$ cat src/source/cpu_pkg.sv
`default_nettype none

package cpu_pkg;

    localparam int XLEN       = 32;
    localparam int REG_ADDR_W = 5;
    localparam int NUM_REGS   = 1 << REG_ADDR_W;

    typedef logic [XLEN-1:0]       word_t;
    typedef logic [REG_ADDR_W-1:0] reg_addr_t;

    // instruction field positions
    localparam int OPC_MSB = 31;
    localparam int OPC_LSB = 26;
    localparam int RD_MSB  = 4;
    localparam int RD_LSB  = 0;
    localparam int RJ_MSB  = 9;
    localparam int RJ_LSB  = 5;
    localparam int RK_MSB  = 14;
    localparam int RK_LSB  = 10;
    localparam int IMM_MSB = 21;
    localparam int IMM_LSB = 10;
    localparam int IMM_W   = IMM_MSB - IMM_LSB + 1;

    // codes outside this list decode as nop
    typedef enum logic [5:0] {
        OP_NOP  = 6'd0,
        OP_ADD  = 6'd1,
        OP_SUB  = 6'd2,
        OP_AND  = 6'd3,
        OP_OR   = 6'd4,
        OP_XOR  = 6'd5,
        OP_SLT  = 6'd6,
        OP_ADDI = 6'd7,
        OP_MUL  = 6'd8
    } opcode_e;

    typedef enum logic [2:0] {
        ALU_ADD = 3'd0,
        ALU_SUB = 3'd1,
        ALU_AND = 3'd2,
        ALU_OR  = 3'd3,
        ALU_XOR = 3'd4,
        ALU_SLT = 3'd5
    } alu_op_e;

    // result select at writeback
    typedef enum logic {
        UNIT_ALU = 1'b0,
        UNIT_MUL = 1'b1
    } unit_e;

endpackage

`default_nettype wire

$ cat src/source/fetch_buffer.sv
`timescale 1ns/1ps
`default_nettype none

module fetch_buffer import cpu_pkg::*; #(
    parameter int IMEM_DEPTH = 64,
    parameter int FB_DEPTH   = 4
) (
    input  wire                           clk,
    input  wire                           rstn,
    input  logic                          issue0,
    input  logic                          issue1,
    input  word_t                         inst_lo,
    input  word_t                         inst_hi,
    output logic                          fetch_req,
    output logic [$clog2(IMEM_DEPTH)-1:0] fetch_addr,
    output word_t                         head0,
    output word_t                         head1,
    output logic                          head0_valid,
    output logic                          head1_valid,
    output logic                          fetch_done,
    output logic                          empty
);

    localparam int AW  = $clog2(IMEM_DEPTH);
    localparam int PCW = AW + 1;
    localparam int PW  = $clog2(FB_DEPTH);
    localparam int CW  = $clog2(FB_DEPTH + 1);

    word_t             queue [FB_DEPTH];
    logic [PW-1:0]     rd_ptr;
    logic [PW-1:0]     wr_ptr;
    logic [CW-1:0]     count;
    logic [CW:0]       reserved;
    logic [CW:0]       count_sum;
    logic [1:0]        pop_cnt;
    logic [PCW-1:0]    pc;
    logic              in_flight;
    logic              started;

    function automatic logic [PW-1:0] wrap_inc(input logic [PW-1:0] p);
        return (p == PW'(FB_DEPTH - 1)) ? '0 : p + 1'b1;
    endfunction

    // entries held plus the pair already on its way
    assign reserved  = {1'b0, count} + (in_flight ? (CW+1)'(2) : '0);
    assign fetch_req = started && (reserved + (CW+1)'(2) <= (CW+1)'(FB_DEPTH))
                       && (pc < PCW'(IMEM_DEPTH));
    assign fetch_addr = pc[AW-1:0];

    assign pop_cnt   = issue1 ? 2'd2 : (issue0 ? 2'd1 : 2'd0);
    assign count_sum = reserved - (CW+1)'(pop_cnt);

    assign head0       = queue[rd_ptr];
    assign head1       = queue[wrap_inc(rd_ptr)];
    assign head0_valid = (count >= CW'(1));
    assign head1_valid = (count >= CW'(2));
    assign empty       = (count == '0);
    assign fetch_done  = (pc == PCW'(IMEM_DEPTH)) && !in_flight;

    always_ff @(posedge clk or negedge rstn) begin
        if (!rstn) begin
            started   <= 1'b0;
            pc        <= '0;
            in_flight <= 1'b0;
            rd_ptr    <= '0;
            wr_ptr    <= '0;
            count     <= '0;
        end else begin
            started   <= 1'b1;
            in_flight <= fetch_req;
            count     <= count_sum[CW-1:0];
            if (fetch_req) begin
                pc <= pc + PCW'(2);
            end
            if (in_flight) begin
                wr_ptr <= wrap_inc(wrap_inc(wr_ptr));
            end
            if (issue1) begin
                rd_ptr <= wrap_inc(wrap_inc(rd_ptr));
            end else if (issue0) begin
                rd_ptr <= wrap_inc(rd_ptr);
            end
        end
    end

    // returned pair lands in two consecutive entries
    always_ff @(posedge clk) begin
        if (in_flight) begin
            queue[wr_ptr]           <= inst_lo;
            queue[wrap_inc(wr_ptr)] <= inst_hi;
        end
    end

    a_no_overflow: assert property (@(posedge clk) disable iff (!rstn)
        count_sum <= (CW+1)'(FB_DEPTH));
    a_issue_order: assert property (@(posedge clk) disable iff (!rstn)
        issue1 |-> issue0);

endmodule

`default_nettype wire

$ cat config.mk
export PLATFORM = sky130hd
export DESIGN_NAME = fetch_buffer
export DESIGN_NICKNAME = d
export VERILOG_FILES = /design/src/source/cpu_pkg.sv /design/src/source/fetch_buffer.sv
export SDC_FILE = /design/constraint.sdc
export NUM_CORES = 1
export LEC_CHECK = 0
export BUFFER_PORTS_ARGS = -buffer_cell sky130_fd_sc_hd__buf_2
export CORE_MARGIN = 4
export CORE_UTILIZATION = 40
export CTS_CLUSTER_SIZE = 40
export DETAILED_ROUTE_END_ITERATION = 10
export GPL_TIMING_DRIVEN = 0
export PLACE_DENSITY = 0.6
export SLEW_MARGIN = 20
export SYNTH_ARGS = -nofsm -noshare
export SYNTH_HDL_FRONTEND = slang
export SYNTH_SLANG_ARGS = --single-unit
$ cat constraint.sdc
create_clock -name clk -period 3.1 [get_ports clk]
set_input_delay 0.31 -clock clk [delete_from_list [all_inputs] [get_ports clk]]
set_output_delay 0.31 -clock clk [all_outputs]
set_load 0.02 [all_outputs]
Yosys cells after proc, flatten, opt, wreduce, memory -nomap -nowiden. Memories as Yosys holds them, arrays and structs flattened. Cells that the tools add are included.

$add $sub $neg: 8. $lt $le $gt $ge: 4. Equal/unequal tests: 5. Mux-type cells: 11. Reduce and logical (&&, ||, !) cells: 6.

Operator list (count): $mux 2 (8); $add 2x1->2 const B (4); $eq 2x2->1 const B (4); $add 7x2->7 const B (1); $eq 7x7->1 const B (1); $lt 7x7->1 const B (1); $add 3x2->4 (1); $add 4x2->4 const B (1); $le 4x3->1 const B (1); $ge 3x1->1 const B (1); $ge 3x2->1 const B (1); $logic_and 1x1->1 (3); $logic_not 3->1 (1); $mux 1 (3); $sub 3x2->3 (1); $reduce_bool 2->1 (1); $logic_not 1->1 (1).

Bits in registers: 16. Bits in writable memories: 128. Input port bits: 68. Output and inout bits: 75. Memories: 1.

Memories: queue (words 4, bits a word 32, rd ports 2, clocked after Yosys merged registers in 0, wr ports 2, RTL line fetch_buffer.sv:29) `word_t queue [FB_DEPTH];`.

Longest topological paths before layout. Gate-level depths: netlist of run 1.

Word-level depth: 6. Depth in mapped cells: 5. Mapped depth without buffers: 5.

Worst setup path before layout of run 1. Ideal clock, no wire load.

Kind: register -> register. Start point: register wr_ptr[1]. End point: memory queue[2][0] in the netlist's numbering, enable pin. Setup time: 389 ps. Arrival: 2101 ps. Path slack: 609 ps. Stages on the path, launching flop included: 5. Buffers on the path: 1. Clock period less this slack: 2491 ps. Cell sequence: dfrtp_1 and2b_2 nand2_2 buf_6 nand2_1.

RTL lines: start: declaration (RTL line fetch_buffer.sv:31) `logic [PW-1:0] wr_ptr;`; start signal: assignment (RTL line fetch_buffer.sv:76) `wr_ptr <= wrap_inc(wrap_inc(wr_ptr));`; end: declaration (RTL line fetch_buffer.sv:29).

Worst setup path after layout of run 1.
Start point: register rd_ptr[0]. End point: output head1[9].

Longest elaborated chain between the ends: 3. Elaborated cells between the ends (all ways): 4.

Ends and longest elaborated chain: start: declaration (RTL line fetch_buffer.sv:30) `logic [PW-1:0] rd_ptr;`; start signal: assignment (RTL line fetch_buffer.sv:79) `rd_ptr <= wrap_inc(wrap_inc(rd_ptr));`; start signal: assignment (RTL line fetch_buffer.sv:81) `rd_ptr <= wrap_inc(rd_ptr);`; $add 2x1->2 or $eq 2x2->1 (tied branches) (RTL line fetch_buffer.sv:41) `return (p == PW'(FB_DEPTH - 1)) ? '0 : p + 1'b1;`; $mux 2 (*) (RTL line fetch_buffer.sv:41); $mem_v2 4x32 (*); end: declaration (RTL line fetch_buffer.sv:17) `output word_t head1,`.

Mark *: on every way between the ends. The rest lies on a longest branch, timed or not.

==> key figures, run 1 <==
Power
  – VDD IR-drop max: 541 uV
  – Pwr/cell area: 1050 mW/mm^2
  – Static Leak: roughly 3.7 nW
  – Total Power Consumption: 10.2 mW

Route
  – Routed via count divided by cell count: between 5 and 6
  – Drt pass-1 iters: 4
  – Total DRC errors in the routed layout: 0
  – Count of routing violations after the opening detailed-route iteration: 220
  – Count of antenna-violating nets left after detailed routing: 0
  – Routed len/inst: 22.8 microns
  – Vias post-DR: 4684
  – Drt total wl: between 15000 and 20000 microns

Logic synthesis
  – Leading area contributor after synthesis: edfxtp_1
  – Total of flip-flops plus latches after synthesis: between 100 and 150
  – Post-synthesis instance area: 0.00798 sq mm
  – Net count after synthesis: 504
  – Count of warnings emitted by yosys: 0
  – Top post-synthesis cells by area: edfxtp_1 (48%), mux4_2 (18%), mux2_2 (14%), mux2_4 (5.5%), dfrtp_1 (4.7%)
  – Count of distinct cell types in the synthesized netlist: 42
  – Mapped Cells: between 400 and 500
  – Proportion of netlist area held by the largest area contributor: 48.2%
  – Share of synthesized area occupied by flip-flops and latches: between 50% and 60%
  – Post-Synthesis Mean Instance Area: 18.6 sq um

Clocking
  – Clock latency on the worst-skew pair: 0.42 ns
  – Clk sink count: 143
  – Cts bufs inserted: 17
  – CTS H-Tree Depth: 4
  – Deepest clock path buffer count: 2
  – Clock tree from TritonCTS: yes
  – Clock slew at reported path FFs: 0.06 ns
  – Master cell of the clock root buffer: clkbuf_16

GRT
  – Number of antenna violations at the first check in global routing: 2
  – Largest net degree at the start of global routing: 35
  – Remaining global-route overflow: 0
  – Global-route wire length before repair: 29900 microns
  – GRT Total Usage: a little under a fifth
  – Vias in the first global route: 5116

Final layout
  – Final #Nets: 667
  – Most common cell after layout, fill and taps aside: buf_2
  – Area Overhead vs Synth: 22.0%
  – Final antenna diode count: 0
  – Share of post-route cells with drive strength above 1: just under 70%
  – Fraction of the core area covered by cells at the end of the flow: 49.9%
  – Total non-filler cell area in the finished layout: 0.00974 sq mm
  – Top library cells by usage in the layout, fill and taps aside: buf_2 (145), edfxtp_1 (128), mux2_2 (98)

Timing
  – Final setup fails: 0
  – Total negative slack for setup checks: 0 ns
  – Final Cycle Share: 90.7%
  – Slew margin rel.: 41.6%
  – Unrepaired setup endpoints after global routing: false
  – Final-report max-slew violation count: 0
  – Layout Skew: around 0.0060 ns
  – F_max: about 360 MHz
  – Worst-margin pin slew: 0.876 ns
  – Final Hold Violating Endpoints: 0
  – Worst hold margin: between 0.2 and 0.25 ns
  – Time the worst path needs with I/O delays and setup: 2.81 ns

Die
  – Standard cell core area: 0.0195 sq mm
  – Die Area: 0.0223 sq mm
  – X dimension of the die: around 150 microns
  – Height of the die: 149 microns
  – Initial Utilization: 40.9%
  – Number of placed I/O pins: between 100 and 150
  – Number of placement rows: 51

Min path
  – Classification of the worst-slack hold path: input pin to flip-flop

Critical path
  – Required time of the critical path: roughly 2.8 ns
  – Most used cell along the critical path: buf_2
  – Worst setup path category: flip-flop to primary output
  – Maximum fanout count along the critical path: 10
  – Worst path arrival time: roughly 2.5 ns
  – Nature of the critical path startpoint: flip-flop
  – Kind of end point of the critical path: primary output
  – Largest stage delay on the critical path: 0.59 ns
  – Critical Path, Cell by Cell: ha_1 -> buf_2 -> clkbuf_1 -> mux4_2 -> buf_2
  – Cell type of the slowest stage on the worst timing path: clkbuf_1
  – Delay-heaviest family, CP: buffers and inverters
  – Buffer and inverter count on the worst path: 3

Flow run
  – Max-cap violation count: 0

Placement
  – Half-perimeter wire length after detailed placement: roughly 13000 microns
  – Cell area after placement: 0.00908 sq mm
  – Weighted congestion at the end of routability-driven global placement: 0.761
  – Quantity of I/O buffers inserted on ports: 141

Run status
  – Outcome: finished clean
layout make-up:
type / count / area, sq um
multi-input combinational: 240 / 3430
inverter: 10 / 37.5
tap: 265 / 332
buffer: 35 / 304
clock inverter: 10 / 156
clock buffer: 22 / 494
sequential: 143 / 4220
fill: 1690 / 9790
timing repair buffer: 144 / 771
per-layer routing:
layer	vias to the layer above	part of all wire, %	GRT usage [%]
met5	-	0.14	0
met4	4	1.2	4.39
met3	27	6.7	5.86
met2	153	52	31.9
met1	2423	40	22.5
li1	2077	-	-
sequential cells by signal (all words and copies together), names as in the netlist:
register,count
queue,128
wr_ptr,2
rd_ptr,2
pc,6
in_flight,1
count,3
started,1
worst register-to-register path, cell delays in order, from the launching register on:
cell	delay, ns
dfrtp_1	0.44
and2b_4	0.74
nand2_2	0.29
buf_6	0.23
nand2_2	0.53
buf_16	0.24
stage by stage:
stage          std cells  setup WS [ns]
2_1_floorplan        428          0.609
3_3_place_gp         834         -0.728
3_5_place_dp         836         0.0161
4_1_cts              869        0.00190
5_1_grt              869          0.157
6_report             869          0.287
power by group:
| group | internal [mW] | switching (mW) | total [mW] |
|---|---|---|---|
| clock network | 1.45 | 0.782 | 2.23 |
| registers | 2.62 | 0.209 | 2.83 |
| logic | 2.25 | 2.92 | 5.17 |
final timing paths:
| check | cells past startpoint | from | to | slack [ns] |
|---|---|---|---|---|
| min in group asynchronous | 2 | rstn | pc[5] | 0.33 |
| min reg2reg | 1 | pc[6] | pc[6] | 0.51 |
| min | 2 | inst_lo[6] | queue[1][6] | 0.22 |
| max in group asynchronous | 2 | rstn | count[1] | 2.51 |
| max | 5 | rd_ptr[0] | head1[9] | 0.29 |
| max reg2reg | 5 | wr_ptr[1] | queue[2][9] | 0.33 |
synthesized netlist by cell type, drive strengths merged:
library cell / instances
nor3: 2
conb: 2
a21oi: 1
nand2b: 2
fa: 2
or3b: 1
nand2: 5
nor2: 1
or3: 1
clkbuf: 8
xnor2: 2
o21a: 1
and2: 1
a22oi: 1
a31o: 1
nor2b: 1
nor3b: 1
mux2: 129
ha: 6
edfxtp: 128
buf: 27
a31oi: 1
and2b: 1
and3: 1
inv: 10
xor2: 4
o21ai: 1
nor4: 1
dfrtp: 15
or2: 1
mux4: 64
nand3: 2
a211oi: 3
o21ba: 1
what timing repair did:
item                                    in CTS  in global routing
gates resized for setup                      0                  1
endpoints found under the setup margin       0                 13
hold buffers                                 1                  0
buffers inserted                             0                  0
hold endpoints to repair                    15                  0
kinds of logic after synthesis:
kind of cell | count (synthesis) | share of synthesized area [%]
xor+xnor | 6 | 0.659
fa+ha+maj | 8 | 1.44
buf+inv | 45 | 4.28
mux | 193 | 37.6
flops | 143 | 52.9
other cells | 2 | 0.0941
compound gates | 10 | 1.05
simple gates | 21 | 1.98
Power figures use the tool's default switching activity.
==> run 2, diff against run 1 <==
--- a/config.mk
+++ b/config.mk
@@ -5,13 +5,13 @@
 export SDC_FILE = /design/constraint.sdc
 export NUM_CORES = 1
 export LEC_CHECK = 0
-export BUFFER_PORTS_ARGS = -buffer_cell sky130_fd_sc_hd__buf_2
 export CORE_MARGIN = 4
 export CORE_UTILIZATION = 40
 export CTS_CLUSTER_SIZE = 40
 export DETAILED_ROUTE_END_ITERATION = 10
+export DONT_BUFFER_PORTS = 1
 export GPL_TIMING_DRIVEN = 0
-export PLACE_DENSITY = 0.6
+export PLACE_DENSITY = 0.54
 export SLEW_MARGIN = 20
 export SYNTH_ARGS = -nofsm -noshare
 export SYNTH_HDL_FRONTEND = slang
==> key figures, run 2 (same netlist as run 1, synthesis figures left out) <==
Run status
  – Outcome: finished clean (unchanged)

Clocking
  – Clock tree from TritonCTS: yes (unchanged)
  – Clock slew at reported path FFs: 0.06 ns (about the same)
  – Cts bufs inserted: 17 (unchanged)
  – Deepest clock path buffer count: 2 (unchanged)
  – CTS H-Tree Depth: 4 (unchanged)
  – Clk sink count: 143 (unchanged)
  – Master cell of the clock root buffer: clkbuf_16 (unchanged)
  – Clock latency on the worst-skew pair: 0.41 ns (was 0.42 ns)

Timing
  – Final-report max-slew violation count: 0 (unchanged)
  – Final setup fails: 0 (unchanged)
  – Unrepaired setup endpoints after global routing: false (unchanged)
  – PnR worst setup slack: 0.209 ns (was 0.287 ns)
  – Time the worst path needs with I/O delays and setup: 2.89 ns (was 2.81 ns)
  – Slew margin rel.: 29.2% (was 41.6%)
  – Worst-margin pin slew: 1.06 ns (was 0.876 ns)
  – Final Hold Violating Endpoints: 0 (unchanged)
  – F_max: 346 MHz (was 355 MHz)
  – Layout Skew: 0.00722 ns (was 0.00602 ns)
  – Final Cycle Share: 93.2% (was 90.7%)
  – Worst hold margin: 0.0609 ns (was 0.217 ns)

Placement
  – Half-perimeter wire length after detailed placement: 12900 microns (was 13200 microns)
  – Weighted congestion at the end of routability-driven global placement: 0.729 (was 0.761)
  – Instance count after placement with tap cells included: 695 (was 836)
  – Worst slack after detailed placement: 0.117 ns (was 0.0161 ns)
  – Quantity of I/O buffers inserted on ports: 0 (was 141)
  – Cell area after placement: 0.00836 sq mm (was 0.00908 sq mm)

Die
  – Number of placement rows: 51 (unchanged)
  – Number of placed I/O pins: 143 (unchanged)
  – X dimension of the die: 149 microns (unchanged)
  – Die Area: 0.0223 sq mm (unchanged)
  – Standard cell core area: 0.0195 sq mm (unchanged)
  – Height of the die: 149 microns (unchanged)
  – Initial Utilization: 40.9% (unchanged)

Final layout
  – Fin cells: 728 (was 869)
  – Area Overhead vs Synth: 12.8% (was 22.0%)
  – Total non-filler cell area in the finished layout: 0.00900 sq mm (was 0.00974 sq mm)
  – Most common cell after layout, fill and taps aside: edfxtp_1 (was buf_2)
  – Count of fill cells added during filler insertion: 1733 (was 1690)
  – Top library cells by usage in the layout, fill and taps aside: edfxtp_1 (128), mux2_2 (98), mux4_2 (64) (was buf_2 (145), edfxtp_1 (128), mux2_2 (98))
  – Share of post-route cells with drive strength above 1: 56.6% (was 67.4%)
  – Flip-flop count of the largest register after layout: 128 (unchanged)
  – Final #Nets: 526 (was 667)
  – Largest regs: queue: 128 flops, pc: 6 flops, count: 3 flops (unchanged)
  – Top register by number of flip-flops: queue (unchanged)
  – Final antenna diode count: 0 (unchanged)

Critical path
  – Kind of end point of the critical path: flip-flop (was primary output)
  – Cell type of the slowest stage on the worst timing path: and2b_2 (was clkbuf_1)
  – Largest stage delay on the critical path: 0.95 ns (was 0.59 ns)
  – Depth of the most critical reg-to-reg path: 5 (unchanged)
  – Required time of the critical path: 3.21 ns (was 2.79 ns)
  – Nature of the critical path startpoint: flip-flop (unchanged)
  – Most used cell along the critical path: nand2_2 (was buf_2)
  – Worst path arrival time: 3.00 ns (was 2.50 ns)
  – Worst setup path category: flip-flop to flip-flop (was flip-flop to primary output)
  – Maximum fanout count along the critical path: 33 (was 10)
  – Critical Path, Cell by Cell: and2b_2 -> nand2_2 -> buf_6 -> nand2_2 -> buf_12 (was ha_1 -> buf_2 -> clkbuf_1 -> mux4_2 -> buf_2)

Power
  – Static Leak: 3.16 nW (was 3.73 nW)
  – Pwr/cell area: 1060 mW/mm^2 (was 1050 mW/mm^2)
  – Total Power Consumption: 9.57 mW (was 10.2 mW)
  – VDD IR-drop max: 431 uV (was 541 uV)

GRT
  – Remaining global-route overflow: 0 (unchanged)
  – GRT Total Usage: 18.0% (was 18.4%)
  – Grt met1 use: 21.6% (was 22.5%)
  – Global-route wire length before repair: 28700 microns (was 29900 microns)
  – Global Route met3 Usage: 6.78% (was 5.86%)
  – Largest net degree at the start of global routing: 35 (unchanged)
  – Vias in the first global route: 4539 (was 5116)
  – Number of antenna violations at the first check in global routing: 0 (was 2)
  – Most used routing layer in global routing: met2 (unchanged)
  – Met2 Resource Use GR: 30.9% (was 31.9%)

Min path
  – Classification of the worst-slack hold path: input pin to flip-flop (unchanged)
  – Number of cells traversed by the worst hold path: 2 (unchanged)

Route
  – Drt total wl: 19400 microns (was 19900 microns)
  – Routed len/inst: 26.6 microns (was 22.8 microns)
  – Drt pass-1 iters: 4 (unchanged)
  – Routed via count divided by cell count: 5.53 (was 5.39)
  – Count of routing violations after the opening detailed-route iteration: 144 (was 220)
  – Count of antenna-violating nets left after detailed routing: 0 (unchanged)
  – Total DRC errors in the routed layout: 0 (unchanged)
  – Vias post-DR: 4028 (was 4684)

Flow run
  – Max-cap violation count: 0 (unchanged)
[run 2: final cells by class]
type | count | area [sq um] | area share, %
Sequential cell | 143 | 4220 | 46.9
Buffer | 35 | 304 | 3.38
Multi-Input combinational cell | 240 | 3420 | 38.1
Inverter | 10 | 37.5 | 0.417
Clock buffer | 18 | 429 | 4.77
Tap cell | 265 | 332 | 3.68
Timing Repair Buffer | 3 | 57.6 | 0.640
Clock inverter | 14 | 196 | 2.18
[run 2: per-layer routing]
| metal | wire length, microns | part of all wire [%] | up-vias |
|---|---|---|---|
| li1 | - | - | 1799 |
| met1 | 7730 | 40 | 2106 |
| met2 | 9860 | 51 | 108 |
| met3 | 1600 | 8.2 | 15 |
| met4 | 196 | 1.0 | 0 |
| met5 | 0 | 0 | - |
[run 2: path summary, 6_finish.rpt]
check / endpoint / slack [ns] / from
hold reg to reg: pc[6] / 0.51 / pc[6]
setup reg to reg: queue[2][23] / 0.21 / wr_ptr[1]
setup / recovery: queue[2][23] / 0.21 / wr_ptr[1]
min in group asynchronous: pc[3] / 0.38 / rstn
max in group asynchronous: wr_ptr[1] / 2.28 / rstn
hold / removal: rd_ptr[0] / 0.06 / issue1
[run 2: stage by stage]
stage / util (%) / setup TNS (ns)
floorplan: - / 0
global placement: 42.6 / -35.96
detailed placement: 42.8 / 0
CTS: 46.1 / 0
global route: 46.1 / 0
finish: 46.1 / 0
[run 2: timing repair]
action | CTS | global route
resized for setup | 0 | 0
endpoints found under the setup margin | 0 | 0
buffers inserted | 0 | 0
hold endpoints to repair | 15 | 0
hold buffers | 1 | 0
[run 2: report_power, final]
group | leakage (nW) | switching, mW | internal [mW]
Clock | 0.304 | 0.790 | 1.41
Combinational | 1.51 | 2.76 | 1.78
Sequential | 1.35 | 0.202 | 2.62
[run 2: worst max-delay path, delay by kind of cell, from the launching register on]
family,cells,cell delay (ns)
simple gates,3,1.64
flops,1,0.43
buf+inv,2,0.51
